`config.mk`:
```
export PLATFORM = sky130hd
export DESIGN_NAME = RISCV_TOP
export DESIGN_NICKNAME = d
export VERILOG_FILES = /design/src/rtl/riscvIsaPkg.sv /design/src/rtl/riscvCorePkg.sv /design/src/rtl/control.sv /design/src/rtl/immGen.sv /design/src/rtl/alu.sv /design/src/rtl/pcUnit.sv /design/src/rtl/lsu.sv /design/src/rtl/RISCV_TOP.sv
export VERILOG_INCLUDE_DIRS = /design/src /design/src/include
export SDC_FILE = /design/constraint.sdc
export NUM_CORES = 1
export LEC_CHECK = 0
export ABC_AREA = 0
export BUFFER_PORTS_ARGS = -buffer_cell sky130_fd_sc_hd__buf_4
export CAP_MARGIN = 0
export CORE_MARGIN = 1.5
export CORE_UTILIZATION = 40
export DETAILED_ROUTE_END_ITERATION = 6
export MAX_ROUTING_LAYER = met4
export PLACE_DENSITY = 0.66
export SETUP_SLACK_MARGIN = 0.1
export SYNTH_ARGS = -nofsm -noshare
export SYNTH_HDL_FRONTEND = slang
export SYNTH_SLANG_ARGS = --single-unit
```
`constraint.sdc`:
```
create_clock -name CLK -period 8.6 [get_ports CLK]
set_input_delay 0.86 -clock CLK [delete_from_list [all_inputs] [get_ports CLK]]
set_output_delay 0.86 -clock CLK [all_outputs]
set_load 0.02 [all_outputs]
```
`src/include/riscv_params.svh`:
```
`ifndef RISCV_PARAMS_SVH
`define RISCV_PARAMS_SVH

// Data path width
`define XLEN_W 32

// Byte address width of instruction and data memories
`define ADDR_W 12

// PC after reset
`define RESET_PC 32'h0000_0000

// Register index width
`define REG_W 5

`endif

```
`src/rtl/riscvIsaPkg.sv`:
```
`default_nettype none

package riscvIsaPkg;

	// Major opcodes, instr[6:0]
	typedef enum logic [6:0] {
		OPC_LUI    = 7'b0110111,
		OPC_AUIPC  = 7'b0010111,
		OPC_JAL    = 7'b1101111,
		OPC_JALR   = 7'b1100111,
		OPC_BRANCH = 7'b1100011,
		OPC_LOAD   = 7'b0000011,
		OPC_STORE  = 7'b0100011,
		OPC_OPIMM  = 7'b0010011,
		OPC_OP     = 7'b0110011,
		OPC_SYSTEM = 7'b1110011
	} opcodeT;

	typedef enum logic [2:0] {
		BR_BEQ  = 3'b000,
		BR_BNE  = 3'b001,
		BR_BLT  = 3'b100,
		BR_BGE  = 3'b101,
		BR_BLTU = 3'b110,
		BR_BGEU = 3'b111
	} branchF3T;

	// Load/store widths, U variants load only
	typedef enum logic [2:0] {
		MEM_BYTE  = 3'b000,
		MEM_HALF  = 3'b001,
		MEM_WORD  = 3'b010,
		MEM_BYTEU = 3'b100,
		MEM_HALFU = 3'b101
	} memF3T;

endpackage

`default_nettype wire

```
`src/rtl/riscvCorePkg.sv`:
```
`default_nettype none

package riscvCorePkg;

	typedef enum logic [3:0] {
		ALU_ADD, ALU_SUB, ALU_SLL, ALU_SLT, ALU_SLTU, ALU_XOR,
		ALU_SRL, ALU_SRA, ALU_OR, ALU_AND,
		ALU_PASSB // LUI
	} aluOpT;

	typedef enum logic {A_REG, A_PC} aSelT;

	typedef enum logic {B_REG, B_IMM} bSelT;

	typedef enum logic [1:0] {WB_ALU, WB_LOAD, WB_PC4} wbSelT;

	typedef enum logic [1:0] {
		PC_PLUS4,
		PC_BRANCH,
		PC_JAL,
		PC_JALR
	} pcSelT;

endpackage

`default_nettype wire

```
`src/rtl/control.sv`:
```
`timescale 1ns/1ps
`default_nettype none
`include "riscv_params.svh"

module control import riscvIsaPkg::*, riscvCorePkg::*; (
	input wire [`XLEN_W-1:0] instr,
	output aluOpT aluOp,
	output aSelT aSel,
	output bSelT bSel,
	output wbSelT wbSel,
	output pcSelT pcSel,
	output logic regWrite,
	output logic memWrite,
	output logic memRead,
	output logic haltReq
);
	logic [2:0] funct3;
	logic altBit;

	assign funct3 = instr[14:12];
	assign altBit = instr[30]; // SUB / SRA select

	function automatic aluOpT arithOp(input logic [2:0] f3, input logic alt);
		aluOpT op;
		case (f3)
			3'b000: op = alt ? ALU_SUB : ALU_ADD;
			3'b001: op = ALU_SLL;
			3'b010: op = ALU_SLT;
			3'b011: op = ALU_SLTU;
			3'b100: op = ALU_XOR;
			3'b101: op = alt ? ALU_SRA : ALU_SRL;
			3'b110: op = ALU_OR;
			default: op = ALU_AND;
		endcase
		return op;
	endfunction

	always_comb begin
		aluOp = ALU_ADD;
		aSel = A_REG;
		bSel = B_IMM;
		wbSel = WB_ALU;
		pcSel = PC_PLUS4;
		regWrite = 1'b0;
		memWrite = 1'b0;
		memRead = 1'b0;
		haltReq = 1'b0;
		case (opcodeT'(instr[6:0]))
			OPC_LUI: begin
				aluOp = ALU_PASSB;
				regWrite = 1'b1;
			end
			OPC_AUIPC: begin
				aSel = A_PC;
				regWrite = 1'b1;
			end
			OPC_JAL: begin
				pcSel = PC_JAL;
				wbSel = WB_PC4;
				regWrite = 1'b1;
			end
			OPC_JALR: begin
				pcSel = PC_JALR; // Target is rs1 + imm from the ALU
				wbSel = WB_PC4;
				regWrite = 1'b1;
			end
			OPC_BRANCH: begin
				pcSel = PC_BRANCH;
				bSel = B_REG;
			end
			OPC_LOAD: begin
				wbSel = WB_LOAD;
				memRead = 1'b1;
				regWrite = 1'b1;
			end
			OPC_STORE: memWrite = 1'b1;
			OPC_OPIMM: begin
				// Bit 30 is part of the immediate except for SRAI
				aluOp = arithOp(funct3, altBit & (funct3 == 3'b101));
				regWrite = 1'b1;
			end
			OPC_OP: begin
				aluOp = arithOp(funct3, altBit);
				bSel = B_REG;
				regWrite = 1'b1;
			end
			OPC_SYSTEM: haltReq = (funct3 == 3'b000); // ECALL, EBREAK
			default: ; // Unknown opcode, no-op
		endcase
	end

	noRegAndMemWrite: assert final (!(regWrite && memWrite));

endmodule

`default_nettype wire

```
`src/rtl/immGen.sv`:
```
`timescale 1ns/1ps
`default_nettype none
`include "riscv_params.svh"

module immGen import riscvIsaPkg::*; (
	input wire [`XLEN_W-1:0] instr,
	output logic [`XLEN_W-1:0] imm
);

	always_comb begin
		case (opcodeT'(instr[6:0]))
			OPC_LUI, OPC_AUIPC:
				imm = {instr[31:12], 12'b0}; // U
			OPC_JAL:
				imm = {{(`XLEN_W-20){instr[31]}}, instr[19:12], instr[20],
					instr[30:21], 1'b0};
			OPC_BRANCH:
				imm = {{(`XLEN_W-12){instr[31]}}, instr[7], instr[30:25],
					instr[11:8], 1'b0};
			OPC_STORE:
				imm = {{(`XLEN_W-11){instr[31]}}, instr[30:25], instr[11:7]};
			// I format, also loads, JALR and shifts
			default:
				imm = {{(`XLEN_W-11){instr[31]}}, instr[30:20]};
		endcase
	end

endmodule

`default_nettype wire

```
`src/rtl/alu.sv`:
```
`timescale 1ns/1ps
`default_nettype none
`include "riscv_params.svh"

module alu import riscvIsaPkg::*, riscvCorePkg::*; (
	input wire [`XLEN_W-1:0] a,
	input wire [`XLEN_W-1:0] b,
	input wire aluOpT op,
	input wire [2:0] funct3,
	output logic [`XLEN_W-1:0] result,
	output logic branchTaken
);
	logic [4:0] shamt;
	logic lessSigned;
	logic lessUnsigned;

	assign shamt = b[4:0];
	assign lessSigned = $signed(a) < $signed(b);
	assign lessUnsigned = a < b;

	always_comb begin
		case (op)
			ALU_ADD: result = a + b;
			ALU_SUB: result = a - b;
			ALU_SLL: result = a << shamt;
			ALU_SLT: result = {{(`XLEN_W-1){1'b0}}, lessSigned};
			ALU_SLTU: result = {{(`XLEN_W-1){1'b0}}, lessUnsigned};
			ALU_XOR: result = a ^ b;
			ALU_SRL: result = a >> shamt;
			ALU_SRA: result = $signed(a) >>> shamt;
			ALU_OR: result = a | b;
			ALU_AND: result = a & b;
			default: result = b; // PASSB
		endcase
	end

	// Only looked at by pcUnit on branch instructions
	always_comb begin
		case (branchF3T'(funct3))
			BR_BEQ: branchTaken = (a == b);
			BR_BNE: branchTaken = (a != b);
			BR_BLT: branchTaken = lessSigned;
			BR_BGE: branchTaken = !lessSigned;
			BR_BLTU: branchTaken = lessUnsigned;
			BR_BGEU: branchTaken = !lessUnsigned;
			default: branchTaken = 1'b0;
		endcase
	end

endmodule

`default_nettype wire

```
`src/rtl/pcUnit.sv`:
```
`timescale 1ns/1ps
`default_nettype none
`include "riscv_params.svh"

module pcUnit import riscvCorePkg::*; (
	input wire CLK,
	input wire RSTn,
	input wire pcSelT pcSel,
	input wire branchTaken,
	input wire [`XLEN_W-1:0] imm,
	input wire [`XLEN_W-1:0] jalrTarget,
	input wire haltReq,
	output logic [`XLEN_W-1:0] pc,
	output logic [`XLEN_W-1:0] pcPlus4,
	output logic halt,
	output logic [`XLEN_W-1:0] numInst
);
	logic haltReg;
	logic [`XLEN_W-1:0] pcNext;
	logic [`XLEN_W-1:0] pcTarget;

	assign pcPlus4 = pc + `XLEN_W'd4;
	assign pcTarget = pc + imm; // Branch and JAL share the adder
	assign halt = haltReg | (haltReq & ~RSTn);

	always_comb begin
		case (pcSel)
			PC_BRANCH: pcNext = branchTaken ? pcTarget : pcPlus4;
			PC_JAL: pcNext = pcTarget;
			PC_JALR: pcNext = {jalrTarget[`XLEN_W-1:1], 1'b0};
			default: pcNext = pcPlus4;
		endcase
	end

	always_ff @(posedge CLK) begin
		if (RSTn) begin
			pc <= `RESET_PC;
			haltReg <= 1'b0;
			numInst <= '0;
		end else begin
			if (haltReq)
				haltReg <= 1'b1; // Sticky until reset
			if (!halt) begin
				pc <= pcNext;
				numInst <= numInst + 1'b1;
			end
		end
	end

	// Targets come from immGen and alu
	pcAligned: assert property (@(posedge CLK) disable iff (RSTn)
		pc[1:0] == 2'b00);

	pcFrozen: assert property (@(posedge CLK) disable iff (RSTn)
		haltReg |=> $stable(pc) && $stable(numInst));

endmodule

`default_nettype wire

```
`src/rtl/lsu.sv`:
```
`timescale 1ns/1ps
`default_nettype none
`include "riscv_params.svh"

module lsu import riscvIsaPkg::*; (
	input wire [1:0] addr,
	input wire [2:0] funct3,
	input wire [`XLEN_W-1:0] storeData,
	input wire [`XLEN_W-1:0] loadRaw,
	input wire memWrite,
	output logic [`XLEN_W/8-1:0] be,
	output logic [`XLEN_W-1:0] dout,
	output logic [`XLEN_W-1:0] loadData
);
	logic [`XLEN_W/8-1:0] mask;
	logic [`XLEN_W-1:0] shifted;

	// Store lanes, data replicated so any offset lines up
	always_comb begin
		case (memF3T'(funct3))
			MEM_BYTE, MEM_BYTEU: begin
				mask = 4'b0001 << addr;
				dout = {4{storeData[7:0]}};
			end
			MEM_HALF, MEM_HALFU: begin
				mask = addr[1] ? 4'b1100 : 4'b0011;
				dout = {2{storeData[15:0]}};
			end
			default: begin
				mask = 4'b1111;
				dout = storeData;
			end
		endcase
	end

	assign be = memWrite ? mask : '0;

	assign shifted = loadRaw >> {addr, 3'b000};

	always_comb begin
		case (memF3T'(funct3))
			MEM_BYTE: loadData = {{(`XLEN_W-8){shifted[7]}}, shifted[7:0]};
			MEM_HALF: loadData = {{(`XLEN_W-16){shifted[15]}}, shifted[15:0]};
			MEM_BYTEU: loadData = {{(`XLEN_W-8){1'b0}}, shifted[7:0]};
			MEM_HALFU: loadData = {{(`XLEN_W-16){1'b0}}, shifted[15:0]};
			default: loadData = loadRaw;
		endcase
	end

endmodule

`default_nettype wire

```
`src/rtl/RISCV_TOP.sv`:
```
`timescale 1ns/1ps
`default_nettype none
`include "riscv_params.svh"

module RISCV_TOP import riscvCorePkg::*; (
	input wire CLK,
	input wire RSTn,

	output logic iMemCsn,
	output logic [`ADDR_W-1:0] iMemAddr, // Byte address
	input wire [`XLEN_W-1:0] iMemDi,

	output logic dMemCsn,
	output logic [`ADDR_W-1:0] dMemAddr, // Byte address
	output logic [`XLEN_W-1:0] dMemDout,
	output logic dMemWen,
	output logic [`XLEN_W/8-1:0] dMemBe,
	input wire [`XLEN_W-1:0] dMemDi,

	output logic rfWe,
	output logic [`REG_W-1:0] rfRa1,
	output logic [`REG_W-1:0] rfRa2,
	output logic [`REG_W-1:0] rfWa,
	output logic [`XLEN_W-1:0] rfWd,
	input wire [`XLEN_W-1:0] rfRd1,
	input wire [`XLEN_W-1:0] rfRd2,

	output logic halt,
	output logic [`XLEN_W-1:0] numInst,
	output logic [`XLEN_W-1:0] outputPort
);
	aluOpT aluOp;
	aSelT aSel;
	bSelT bSel;
	wbSelT wbSel;
	pcSelT pcSel;
	logic regWrite, memWrite, memRead, haltReq;
	logic [`XLEN_W-1:0] imm, aluA, aluB, aluResult;
	logic [`XLEN_W-1:0] pc, pcPlus4, loadData;
	logic branchTaken;
	logic writeEn;
	logic storeEn;

	control u_control (
		.instr(iMemDi), .aluOp(aluOp), .aSel(aSel), .bSel(bSel), .wbSel(wbSel),
		.pcSel(pcSel), .regWrite(regWrite), .memWrite(memWrite), .memRead(memRead),
		.haltReq(haltReq)
	);

	immGen u_immGen (.instr(iMemDi), .imm(imm));

	assign aluA = (aSel == A_PC) ? pc : rfRd1;
	assign aluB = (bSel == B_IMM) ? imm : rfRd2;

	alu u_alu (
		.a(aluA), .b(aluB), .op(aluOp), .funct3(iMemDi[14:12]),
		.result(aluResult), .branchTaken(branchTaken)
	);

	pcUnit u_pcUnit (
		.CLK(CLK), .RSTn(RSTn), .pcSel(pcSel), .branchTaken(branchTaken),
		.imm(imm), .jalrTarget(aluResult), .haltReq(haltReq), .pc(pc),
		.pcPlus4(pcPlus4), .halt(halt), .numInst(numInst)
	);

	// No writes in reset or once halted
	assign writeEn = ~RSTn & ~halt;
	assign storeEn = memWrite & writeEn;

	lsu u_lsu (
		.addr(aluResult[1:0]), .funct3(iMemDi[14:12]), .storeData(rfRd2),
		.loadRaw(dMemDi), .memWrite(storeEn), .be(dMemBe), .dout(dMemDout),
		.loadData(loadData)
	);

	assign iMemCsn = RSTn;
	assign iMemAddr = pc[`ADDR_W-1:0];

	assign dMemCsn = ~((memRead | memWrite) & writeEn);
	assign dMemWen = ~storeEn;
	assign dMemAddr = aluResult[`ADDR_W-1:0];

	assign rfRa1 = iMemDi[19:15];
	assign rfRa2 = iMemDi[24:20];
	assign rfWa = iMemDi[11:7];
	assign rfWe = regWrite & writeEn;

	always_comb begin
		case (wbSel)
			WB_LOAD: rfWd = loadData;
			WB_PC4: rfWd = pcPlus4; // Link address
			default: rfWd = aluResult;
		endcase
	end

	assign outputPort = rfWd;

endmodule

`default_nettype wire

```
# After elaboration in Yosys (flattened, before gate mapping)
# Cells that the tools add are included.
[totals]
reg_bits = 65
word_cells = 100
[op_classes]
shift = 5
reduce_logical = 10
n_eq_ne = 33
order_cmp = 2
bitwise_logic = 15
muxes = 27
add_sub_neg = 5
[ops]
columns = ["cell", "count"]
rows = [
  ["32-bit one-hot mux with 10 select lines", 1],
  ["32-bit one-hot mux with 2 select lines", 2],
  ["32-bit one-hot mux with 4 select lines", 1],
  ["31-bit one-hot mux with 4 select lines", 1],
  ["32-bit two-way mux", 3],
  ["32-bit one-hot mux with 3 select lines", 1],
  ["32-bit adder", 2],
  ["32-bit < comparator", 2],
  ["4-bit one-hot mux with 7 select lines", 2],
  ["32-bit by 1-bit adder with 32-bit output, second input constant", 1],
  ["32-bit by 3-bit adder with 32-bit output, second input constant", 1],
  ["32-bit bitwise AND", 1],
  ["32-bit == test", 1],
  ["32-bit inequality test", 1],
  ["32-bit bitwise OR", 1],
  ["32-bit by 5-bit left shift with 32-bit output", 1],
  ["32-bit by 5-bit right shift with 16-bit output", 1],
  ["32-bit by 5-bit right shift with 32-bit output", 1],
  ["32-bit by 5-bit >>> shifter with 32-bit output", 1],
  ["32-bit subtractor", 1],
  ["32-bit bitwise XOR", 1],
  ["7-bit == test, second input constant", 4],
  ["7-bit by 6-bit == test with 1-bit output, second input constant", 3],
  ["4-bit by 3-bit == test with 1-bit output, second input constant", 4],
  ["other kinds (26)", 59],
]

# Depth between registers and ports, before layout
# Gate-level depths: netlist of run 1.
[logic_depth]
depth_word = 10
mapped_depth = 28

# Cells and area by module
# A second synthesis of run 1 with hierarchy kept.
[hier_totals]
hier_cells = 2651
area_unflattened_um2 = 18843.1
[modules_own_cells]
columns = ["mod", "cells_per_inst", "seq_area_each_um2", "area_each_um2", "n_inst"]
rows = [
  ["alu", 1398, 0.0, 9361.5, 1],
  ["pcUnit", 722, 1301.2, 5479.0, 1],
  ["RISCV_TOP", 238, 0.0, 2065.7, 1],
  ["lsu", 187, 0.0, 1271.2, 1],
  ["immGen", 64, 0.0, 412.9, 1],
  ["control", 42, 0.0, 252.7, 1],
]

# Worst setup path before layout of run 1
# Ideal clock, no wire load.
[synth_path]
path_type = "in2out"
start = "in iMemDi[6]"
end = "out rfWd[11]"
stages = 26
arrival_ns = 7.014
required_time_ns = 7.740
path_slack_ns = 0.726
cell_sequence = "buf_2 and4b_1 nand2_1 a41oi_2 a21oi_2 clkbuf_1 buf_1 buf_2 ha_1 inv_1 fa_1 nor2b_1 o311a_1 o2111a_1 o211a_1 o21ai_0 a21boi_0 o41ai_1 nor4_4 or2_1 buf_4 buf_2 mux2i_1 o21a_1 o31ai_1 buf_4"
[synth_between]
elab_chain_len = 9
word_cells_on_any_way = 44
classes_between = "add/sub (2); order compare (2); eq/ne (20); shift (4); mux (9); bitwise (3); reduce/logical (4)"
[synth_rtl]
columns = ["item", "line", "text"]
rows = [
  ["from (decl)", "RISCV_TOP.sv:11", "input wire [`XLEN_W-1:0] iMemDi,"],
  ["7-bit by 6-bit == test with 1-bit output or 7-bit by 5-bit == test with 1-bit output (tied branches)", "control.sv:48, immGen.sv:11", ""],
  ["2-bit OR reduction", "immGen.sv:11", "case (opcodeT'(instr[6:0]))"],
  ["31-bit one-hot mux with 4 select lines", "immGen.sv:11", ""],
  ["32-bit two-way mux", "RISCV_TOP.sv:53", "assign aluB = (bSel == B_IMM) ? imm : rfRd2;"],
  ["32-bit subtractor, or another cell as far along", "alu.sv:24", "ALU_SUB: result = a - b;"],
  ["32-bit one-hot mux with 10 select lines", "alu.sv:22", "case (op)"],
  ["32-bit by 5-bit right shift with 16-bit output", "lsu.sv:38", "assign shifted = loadRaw >> {addr, 3'b000};"],
  ["32-bit one-hot mux with 4 select lines", "lsu.sv:41", "case (memF3T'(funct3))"],
  ["32-bit one-hot mux with 2 select lines (*)", "RISCV_TOP.sv:89", "case (wbSel)"],
  ["to (decl)", "RISCV_TOP.sv:24", "output logic [`XLEN_W-1:0] rfWd,"],
]
# Mark *: on every way between the ends. The rest lies on a longest branch, timed or not.

# Worst setup path after layout of run 1
[layout_path]
start = "in iMemDi[2]"
end = "out rfWd[0]"
# Same word-level chain as after synthesis.

==> results of run 1 <==
==> registers in the layout, indices dropped and copies added, names as in the netlist <==
register and cells:
u_pcUnit.numInst 32, u_pcUnit.pc 32, u_pcUnit.haltReg 1
==> cells in the final DEF (no fill, tap or decap), types with 45 or more instances in the layout <==
master	Yosys	final
buf_4	72	381
nand2_1	289	289
nor2_1	247	246
a21oi_1	213	213
o21ai_0	191	189
mux2i_1	153	153
ha_1	132	132
inv_1	126	125
nand3_1	78	77
mux2_2	70	70
dfxtp_1	65	65
xnor2_1	61	61
o211ai_1	54	54
a211oi_1	53	53
xor2_1	45	45
==> logic make-up after synthesis <==
group | count (synthesis) | synth area share
AND/OR/NAND/NOR | 874 | 0.228
buffers and inverters | 388 | 0.0994
adder cells (fa/ha/maj) | 135 | 0.0947
multiplexers | 224 | 0.130
XOR/XNOR | 106 | 0.0514
flip-flops | 65 | 0.0720
AO/OA/AOI/OAI | 877 | 0.325
==> report_power, final <==
group          switching, mW  internal [mW]  total, mW
combinational           1.02          0.531       1.55
clock                  0.166          0.227      0.393
sequential            0.0114          0.306      0.317
==> layout make-up <==
cell class	count	area, um^2	share of cell area
multi-input combinational	2216	15000	0.723
timing repair buffer	382	2880	0.139
sequential	65	1300	0.0626
tap	592	741	0.0356
inverter	137	514	0.0247
clock buffer	9	225	0.0108
clock inverter	7	78.8	0.00379
antenna	5	12.5	0.000602
==> tightest hold or removal path: cells and delay by family, from the launching register on <==
family / cells / cell delay (ns)
AO/OA/AOI/OAI: 2 / 0.14
flip-flops: 1 / 0.33
==> routing by layer <==
layer / vias to the layer above / GRT usage
met4: 0 / 0.268
met2: 1866 / 0.658
met5: - / -
li1: 10000 / -
met1: 11200 / 0.601
met3: 409 / 0.124
==> stage by stage <==
| stage | utilization | hold slack [ns] | worst slack [ns] |
|---|---|---|---|
| 6_report | 0.468 | 0.522 | 0.412 |
| 5_1_grt | 0.468 | 0.553 | 0.225 |
| 4_1_cts | 0.468 | 0.520 | 0.665 |
| 3_5_place_dp | 0.461 | 0.514 | 0.679 |
| 3_3_place_gp | 0.461 | 0.491 | 0.742 |
| 2_1_floorplan | - | 0.474 | 0.726 |
==> worst paths after layout <==
| path | startpoint | to | slack [ns] |
|---|---|---|---|
| worst max-delay path | iMemDi[2] | rfWd[0] | 0.41 |
| worst min-delay path | u_pcUnit.numInst[28] | u_pcUnit.numInst[28] | 0.52 |
| worst max register to register | u_pcUnit.pc[0] | u_pcUnit.pc[16] | 2.97 |
| worst min register to register | u_pcUnit.numInst[28] | u_pcUnit.numInst[28] | 0.52 |
==> results by group, run 1 <==
Status
  – Status: finished clean

Route
  – Via-per-instance ratio: around 6.9
  – Highest routed layer: met4
  – DRT Pass-1 Iters: 7
  – Vias: 23500
  – DRC Markers: 0
  – Post-route ant nets: 0
  – Starting DRT DRC Count: just under 4000
  – WL final: roughly 110000 um
  – Met2 wire length: about 45000 um
  – Met1 wire length: approximately 44000 um
  – WL met3: approximately 14000 um
  – DR WL/cell: around 33 um

Timing
  – Rel. slew slack: 0.149
  – Final setup viols: 0
  – Tmin final: 8.19 ns
  – Setup TNS: 0 ns
  – Slew @ Worst Pin: 1.27 ns
  – Fin. Hold Viols: 0
  – Max Slew Vio Count: 0
  – F_max: 122 MHz
  – Clock skew: just over 0.01 ns
  – Crit share post-route: 0.952
  – RSZ-0062 raised after global routing: no

Yosys
  – Area leader, netlist: ha_1
  – Synth Register Bits: 65
  – Most frequent cell after synthesis: nand2_1
  – Post-Synthesis Cells: between 2000 and 3000
  – Cell variety after synth: between 90 and 100
  – Post-Syn Area: approximately 0.018 mm^2
  – Synth top cells by count: nand2_1, nor2_1, a21oi_1, o21ai_0, mux2i_1
  – Top-area cell type share of the netlist area: 0.0914
  – Sequential share of the synthesized area: 0.0720
  – Synth Flop Type: dfxtp_1
  – Number of flops mapped to enable cells by yosys: 0
  – Post-Syn Nets: approximately 2900
  – Post-synth ARST share: 0
  – Synth Area per Inst: about 6.8 um^2
  – Synth warn: 0
  – Top post-synthesis cells by area: ha_1, mux2i_1, dfxtp_1

Hold path
  – Worst hold path type: flip-flop to flip-flop
  – Hold Crit Depth: 2

Place
  – Gpl congestion: approximately 1.1
  – Placed cell count: ~3400
  – Placed Area: about 0.02 mm^2
  – Port bufs: a little over 300
  – HPWL after DPL: between 80000 and 90000 um

Clock tree
  – Clock slew at the register clock pins of the worst setup and hold paths: approximately 0.06 ns
  – TritonCTS clock tree: built
  – Root buffer cell: clkbuf_16
  – Setup Buffers After CTS: 0
  – # clock sinks: 65
  – Clock H-tree levels: 3
  – Hold Buf Count CTS: 0
  – Clock Path Buffers: 2
  – Total CTS buffers: 9
  – Clock latency at the later pin of the worst-skew pair: between 0.3 and 0.4 ns
  – Post-cts resize count: 0

Final layout
  – Design area: just over 0.02 mm^2
  – Layout Cells excl Fill: 3413
  – Nets: approximately 3100
  – Share of cells above drive strength 1: 0.187
  – P&R area growth vs syn: 15.1%
  – # fillers: approximately 4700

Critical path
  – Worst Path Required: between 7 and 8 ns
  – Critical path launch point type: input port
  – CP Cell Sequence: buf_4 -> and4bb_1 -> nand3_2 -> buf_4 -> a21oi_1 -> ha_1 -> or3_1 -> nor4_1 -> and4_1 -> o21ai_0 -> nor3b_1 -> o41ai_1 -> nor4_4 -> or2_1 -> buf_4 -> a21oi_1 -> o21ai_0 -> o221ai_1 -> buf_4
  – Critical Path Stages: 19
  – Slowest stage delay, CP: between 0.6 and 0.7 ns
  – CP Capture Type: primary output
  – Critical path peak fanout: 23
  – Critical Path AT: between 7 and 8 ns
  – Delay-heaviest family, CP: simple AND/OR/NAND/NOR gates
  – Worst r2r path cells: 17
  – Setup Crit Path Kind: input port to primary output
  – Buffers plus inverters on the worst setup path: 4
  – Slowest-stage cell, CP: nor4_1
  – Cell mode on critical path: buf_4

Global routing
  – Largest net degree at the start of global routing: between 50 and 60
  – Initial antenna violation count: 7
  – Overall track demand over capacity in global routing: 0.469
  – Number of global-route vias before repair: ~21000
  – First-pass GRT wire length: 155000 um
  – Grt ovf: 0

Power and ir drop
  – PD cells: roughly 110 mW/mm^2
  – VDD IR max: ~0.098 mV
  – Leak: 9.35 nW
  – Final Power: around 2.3 mW

Die
  – Die Wd: between 200 and 250 um
  – DIE AREA: between 0.04 and 0.05 mm^2
  – Core ar.: roughly 0.044 mm^2
  – Die Y-Extent: 216 um
  – Io pins: around 300
  – Starting Density: 0.407
  – FP Rows: 77

Flow run
  – Max cap viols: 0
Power figures use the tool's default switching activity.
==> run 2, diff against run 1 <==
==> constraint.sdc (replaced) <==
create_clock -name CLK -period 7.97 [get_ports CLK]
set_input_delay 0.797 -clock CLK [delete_from_list [all_inputs] [get_ports CLK]]
set_output_delay 0.797 -clock CLK [all_outputs]
set_load 0.02 [all_outputs]
==> results by group, run 2 (same netlist as run 1, synthesis figures left out) <==
Hold path
  – Hold Crit Depth: 2 (unchanged)
  – Hold path start: u_pcUnit.numInst[1]
  – Worst hold path type: flip-flop to flip-flop
  – Hold endpoint: u_pcUnit.numInst[1]

Route
  – Starting DRT DRC Count: 3842 (-0.67%)
  – WL final: 112000 um (+1.1%)
  – DRC Markers: 0 (unchanged)
  – Post-route ant nets: 0 (unchanged)
  – Via-per-instance ratio: 6.88 (-0.25%)
  – Vias: 23600 (+0.16%)
  – DR WL/cell: 32.8 um (+0.64%)
  – DRT Pass-1 Iters: 7 (unchanged)

Final layout
  – Biggest regs: u_pcUnit.numInst x32, u_pcUnit.pc x32, u_pcUnit.haltReg x1
  – # fillers: 4630 (-1.2%)
  – Layout Cells excl Fill: 3427 (+0.41%)
  – Commonest non-fill, non-tap cell in the layout: buf_4
  – P&R area growth vs syn: 15.8%
  – Fin util: 0.471 (+0.00304)
  – Nets: 3085 (+0.29%)
  – Most frequent cells in the layout: buf_4, nand2_1, nor2_1
  – Share of cells above drive strength 1: 0.192 (+0.00471)

Die
  – Core ar.: 0.0444 mm^2 (unchanged)
  – DIE AREA: 0.0465 mm^2 (unchanged)
  – Die Y-Extent: 216 um (unchanged)
  – Starting Density: 0.407 (unchanged)
  – Die Wd: 216 um (unchanged)
  – Io pins: 306 (unchanged)
  – FP Rows: 77 (unchanged)

Critical path
  – Worst r2r src: u_pcUnit.pc[9]
  – CP Capture Type: primary output
  – Reg-to-reg slack, setup: 2.75 ns (-0.22 ns)
  – Critical Path AT: 6.81 ns (-0.52 ns)
  – Critical path launch point type: input port
  – Reg-to-reg endpoint: u_pcUnit.pc[16]
  – Critical path peak fanout: 18 (-22%)
  – Setup Crit Path Kind: input port to primary output
  – Worst Path Required: 7.17 ns (-0.57 ns)
  – Beginning of the critical path: iMemDi[2]
  – Worst r2r path cells: 14 (-3)

Timing
  – Final setup viols: 0 (unchanged)
  – Tmin final: around 7.6 ns
  – Worst hold margin: 0.526 ns (+0.00420 ns)
  – Fin. Hold Viols: 0 (unchanged)
  – F_max: between 100 and 150 MHz
  – Crit share post-route: 0.955
  – Setup TNS: 0 ns (unchanged)
  – Clock skew: 0.0161 ns (+0.00602 ns)
  – RSZ-0062 raised after global routing: no
  – Slew @ Worst Pin: 1.23 ns (-0.0428 ns)
  – Rel. slew slack: 0.182 (+0.0326)
  – Max Slew Vio Count: 0 (unchanged)

Status
  – Status: finished clean

Power and ir drop
  – Logic pwr share: 0.675 (-0.011)
  – PD cells: 119 mW/mm^2 (+9.4%)
  – Internal Pwr Total: 1.19 mW (+12%)
  – Reg power frac: 0.137 (-0.003)
  – VDD IR max: 0.109 mV (+11%)
  – Leak: 9.40 nW (+0.61%)
  – Switching power: 1.30 mW (+8.8%)
  – Final Power: 2.49 mW (+10%)
  – Clock power share: 0.188 (+0.014)
  – Net Sw Frac: 0.523 (-0.00645)

Global routing
  – Overall track demand over capacity in global routing: 0.476 (+0.00736)
  – Grt ovf: 0 (unchanged)
  – Initial antenna violation count: 7 (unchanged)
  – Number of global-route vias before repair: 21600 (+2.6%)
  – Largest net degree at the start of global routing: 57 (unchanged)
  – First-pass GRT wire length: 157000 um (+1.8%)

Place
  – Placed cell count: 3400 (+0.24%)
  – Port bufs: 305 (unchanged)
  – HPWL after DPL: 90600 um (+1.1%)
  – Gpl congestion: 1.10 (+0.98%)

Clock tree
  – Clock slew at the register clock pins of the worst setup and hold paths: 0.07 ns (about the same)
  – Total CTS buffers: 9 (unchanged)
  – # clock sinks: 65 (unchanged)
  – Root buffer cell: clkbuf_16
  – TritonCTS clock tree: built
  – Clock latency at the later pin of the worst-skew pair: 0.38 ns (+0.02 ns)
  – Clock Path Buffers: 2 (unchanged)
  – Clock H-tree levels: 3 (unchanged)
  – Hold Buf Count CTS: 0 (unchanged)

Flow run
  – Max cap viols: 0 (unchanged)
[run 2: how the worst max path moves through the flow]
stage          cells past startpoint  slack (ns)       endpoint
4_1_cts                           21        0.30  outputPort[0]
3_5_place_dp                      21        0.32  outputPort[0]
2_1_floorplan                     26        0.22       rfWd[11]
5_1_grt                           24        0.10       rfWd[11]
6_report                          18        0.36        rfWd[3]
3_3_place_gp                      22        0.40       rfWd[11]
[run 2: what timing repair did]
action                     CTS  global route
gates resized for setup      0             5
buffers inserted             0             1
setup endpoints to repair    0            50
[run 2: metrics by stage]
| stage | area, um^2 | setup WS, ns |
|---|---|---|
| after floorplan | 18100 | 0.222 |
| after global placement | 20500 | 0.400 |
| after detailed placement | 20500 | 0.325 |
| after CTS | 20900 | 0.296 |
| after global routing | 20900 | 0.101 |
| final | 20900 | 0.362 |
[run 2: critical path, cell delays in order]
cell and delay [ns]:
buf_4 0.15, and4bb_1 0.44, nand3_2 0.40, buf_4 0.37, a21oi_1 0.43, ha_1 0.45
or3_1 0.45, nor4_1 0.41, and4_1 0.32, o21ai_0 0.14, nor3b_1 0.18, o41ai_1 0.54
nor4_4 0.12, or2_2 0.43, a21oi_1 0.44, o21ai_0 0.18, o221ai_1 0.34, buf_4 0.21
[run 2: power by group through the flow]
stage	clock network, mW	logic (mW)	registers, mW
3_5_place_dp	0	1.60	0.349
4_1_cts	0.462	1.61	0.342
3_3_place_gp	0	1.60	0.349
5_1_grt	0.483	1.73	0.343
6_report	0.467	1.68	0.342
2_1_floorplan	0	0.991	0.345
[run 2: final cells by class]
cell class                 instances  area, um^2  share of cell area
multi-input combinational       2216       15100               0.720
timing repair buffer             391        2960               0.141
sequential                        65        1300              0.0622
tap                              592         741              0.0354
inverter                         137         514              0.0246
clock buffer                       9         225              0.0108
clock inverter                     7         100             0.00478
antenna                           10        25.0             0.00120
[run 2: layer usage]
layer	up-vias	global-route usage	share of wire
li1	10100	-	-
met1	11100	0.600	0.39
met2	1980	0.675	0.41
met3	414	0.130	0.13
met4	0	0.279	0.072
met5	-	-	0
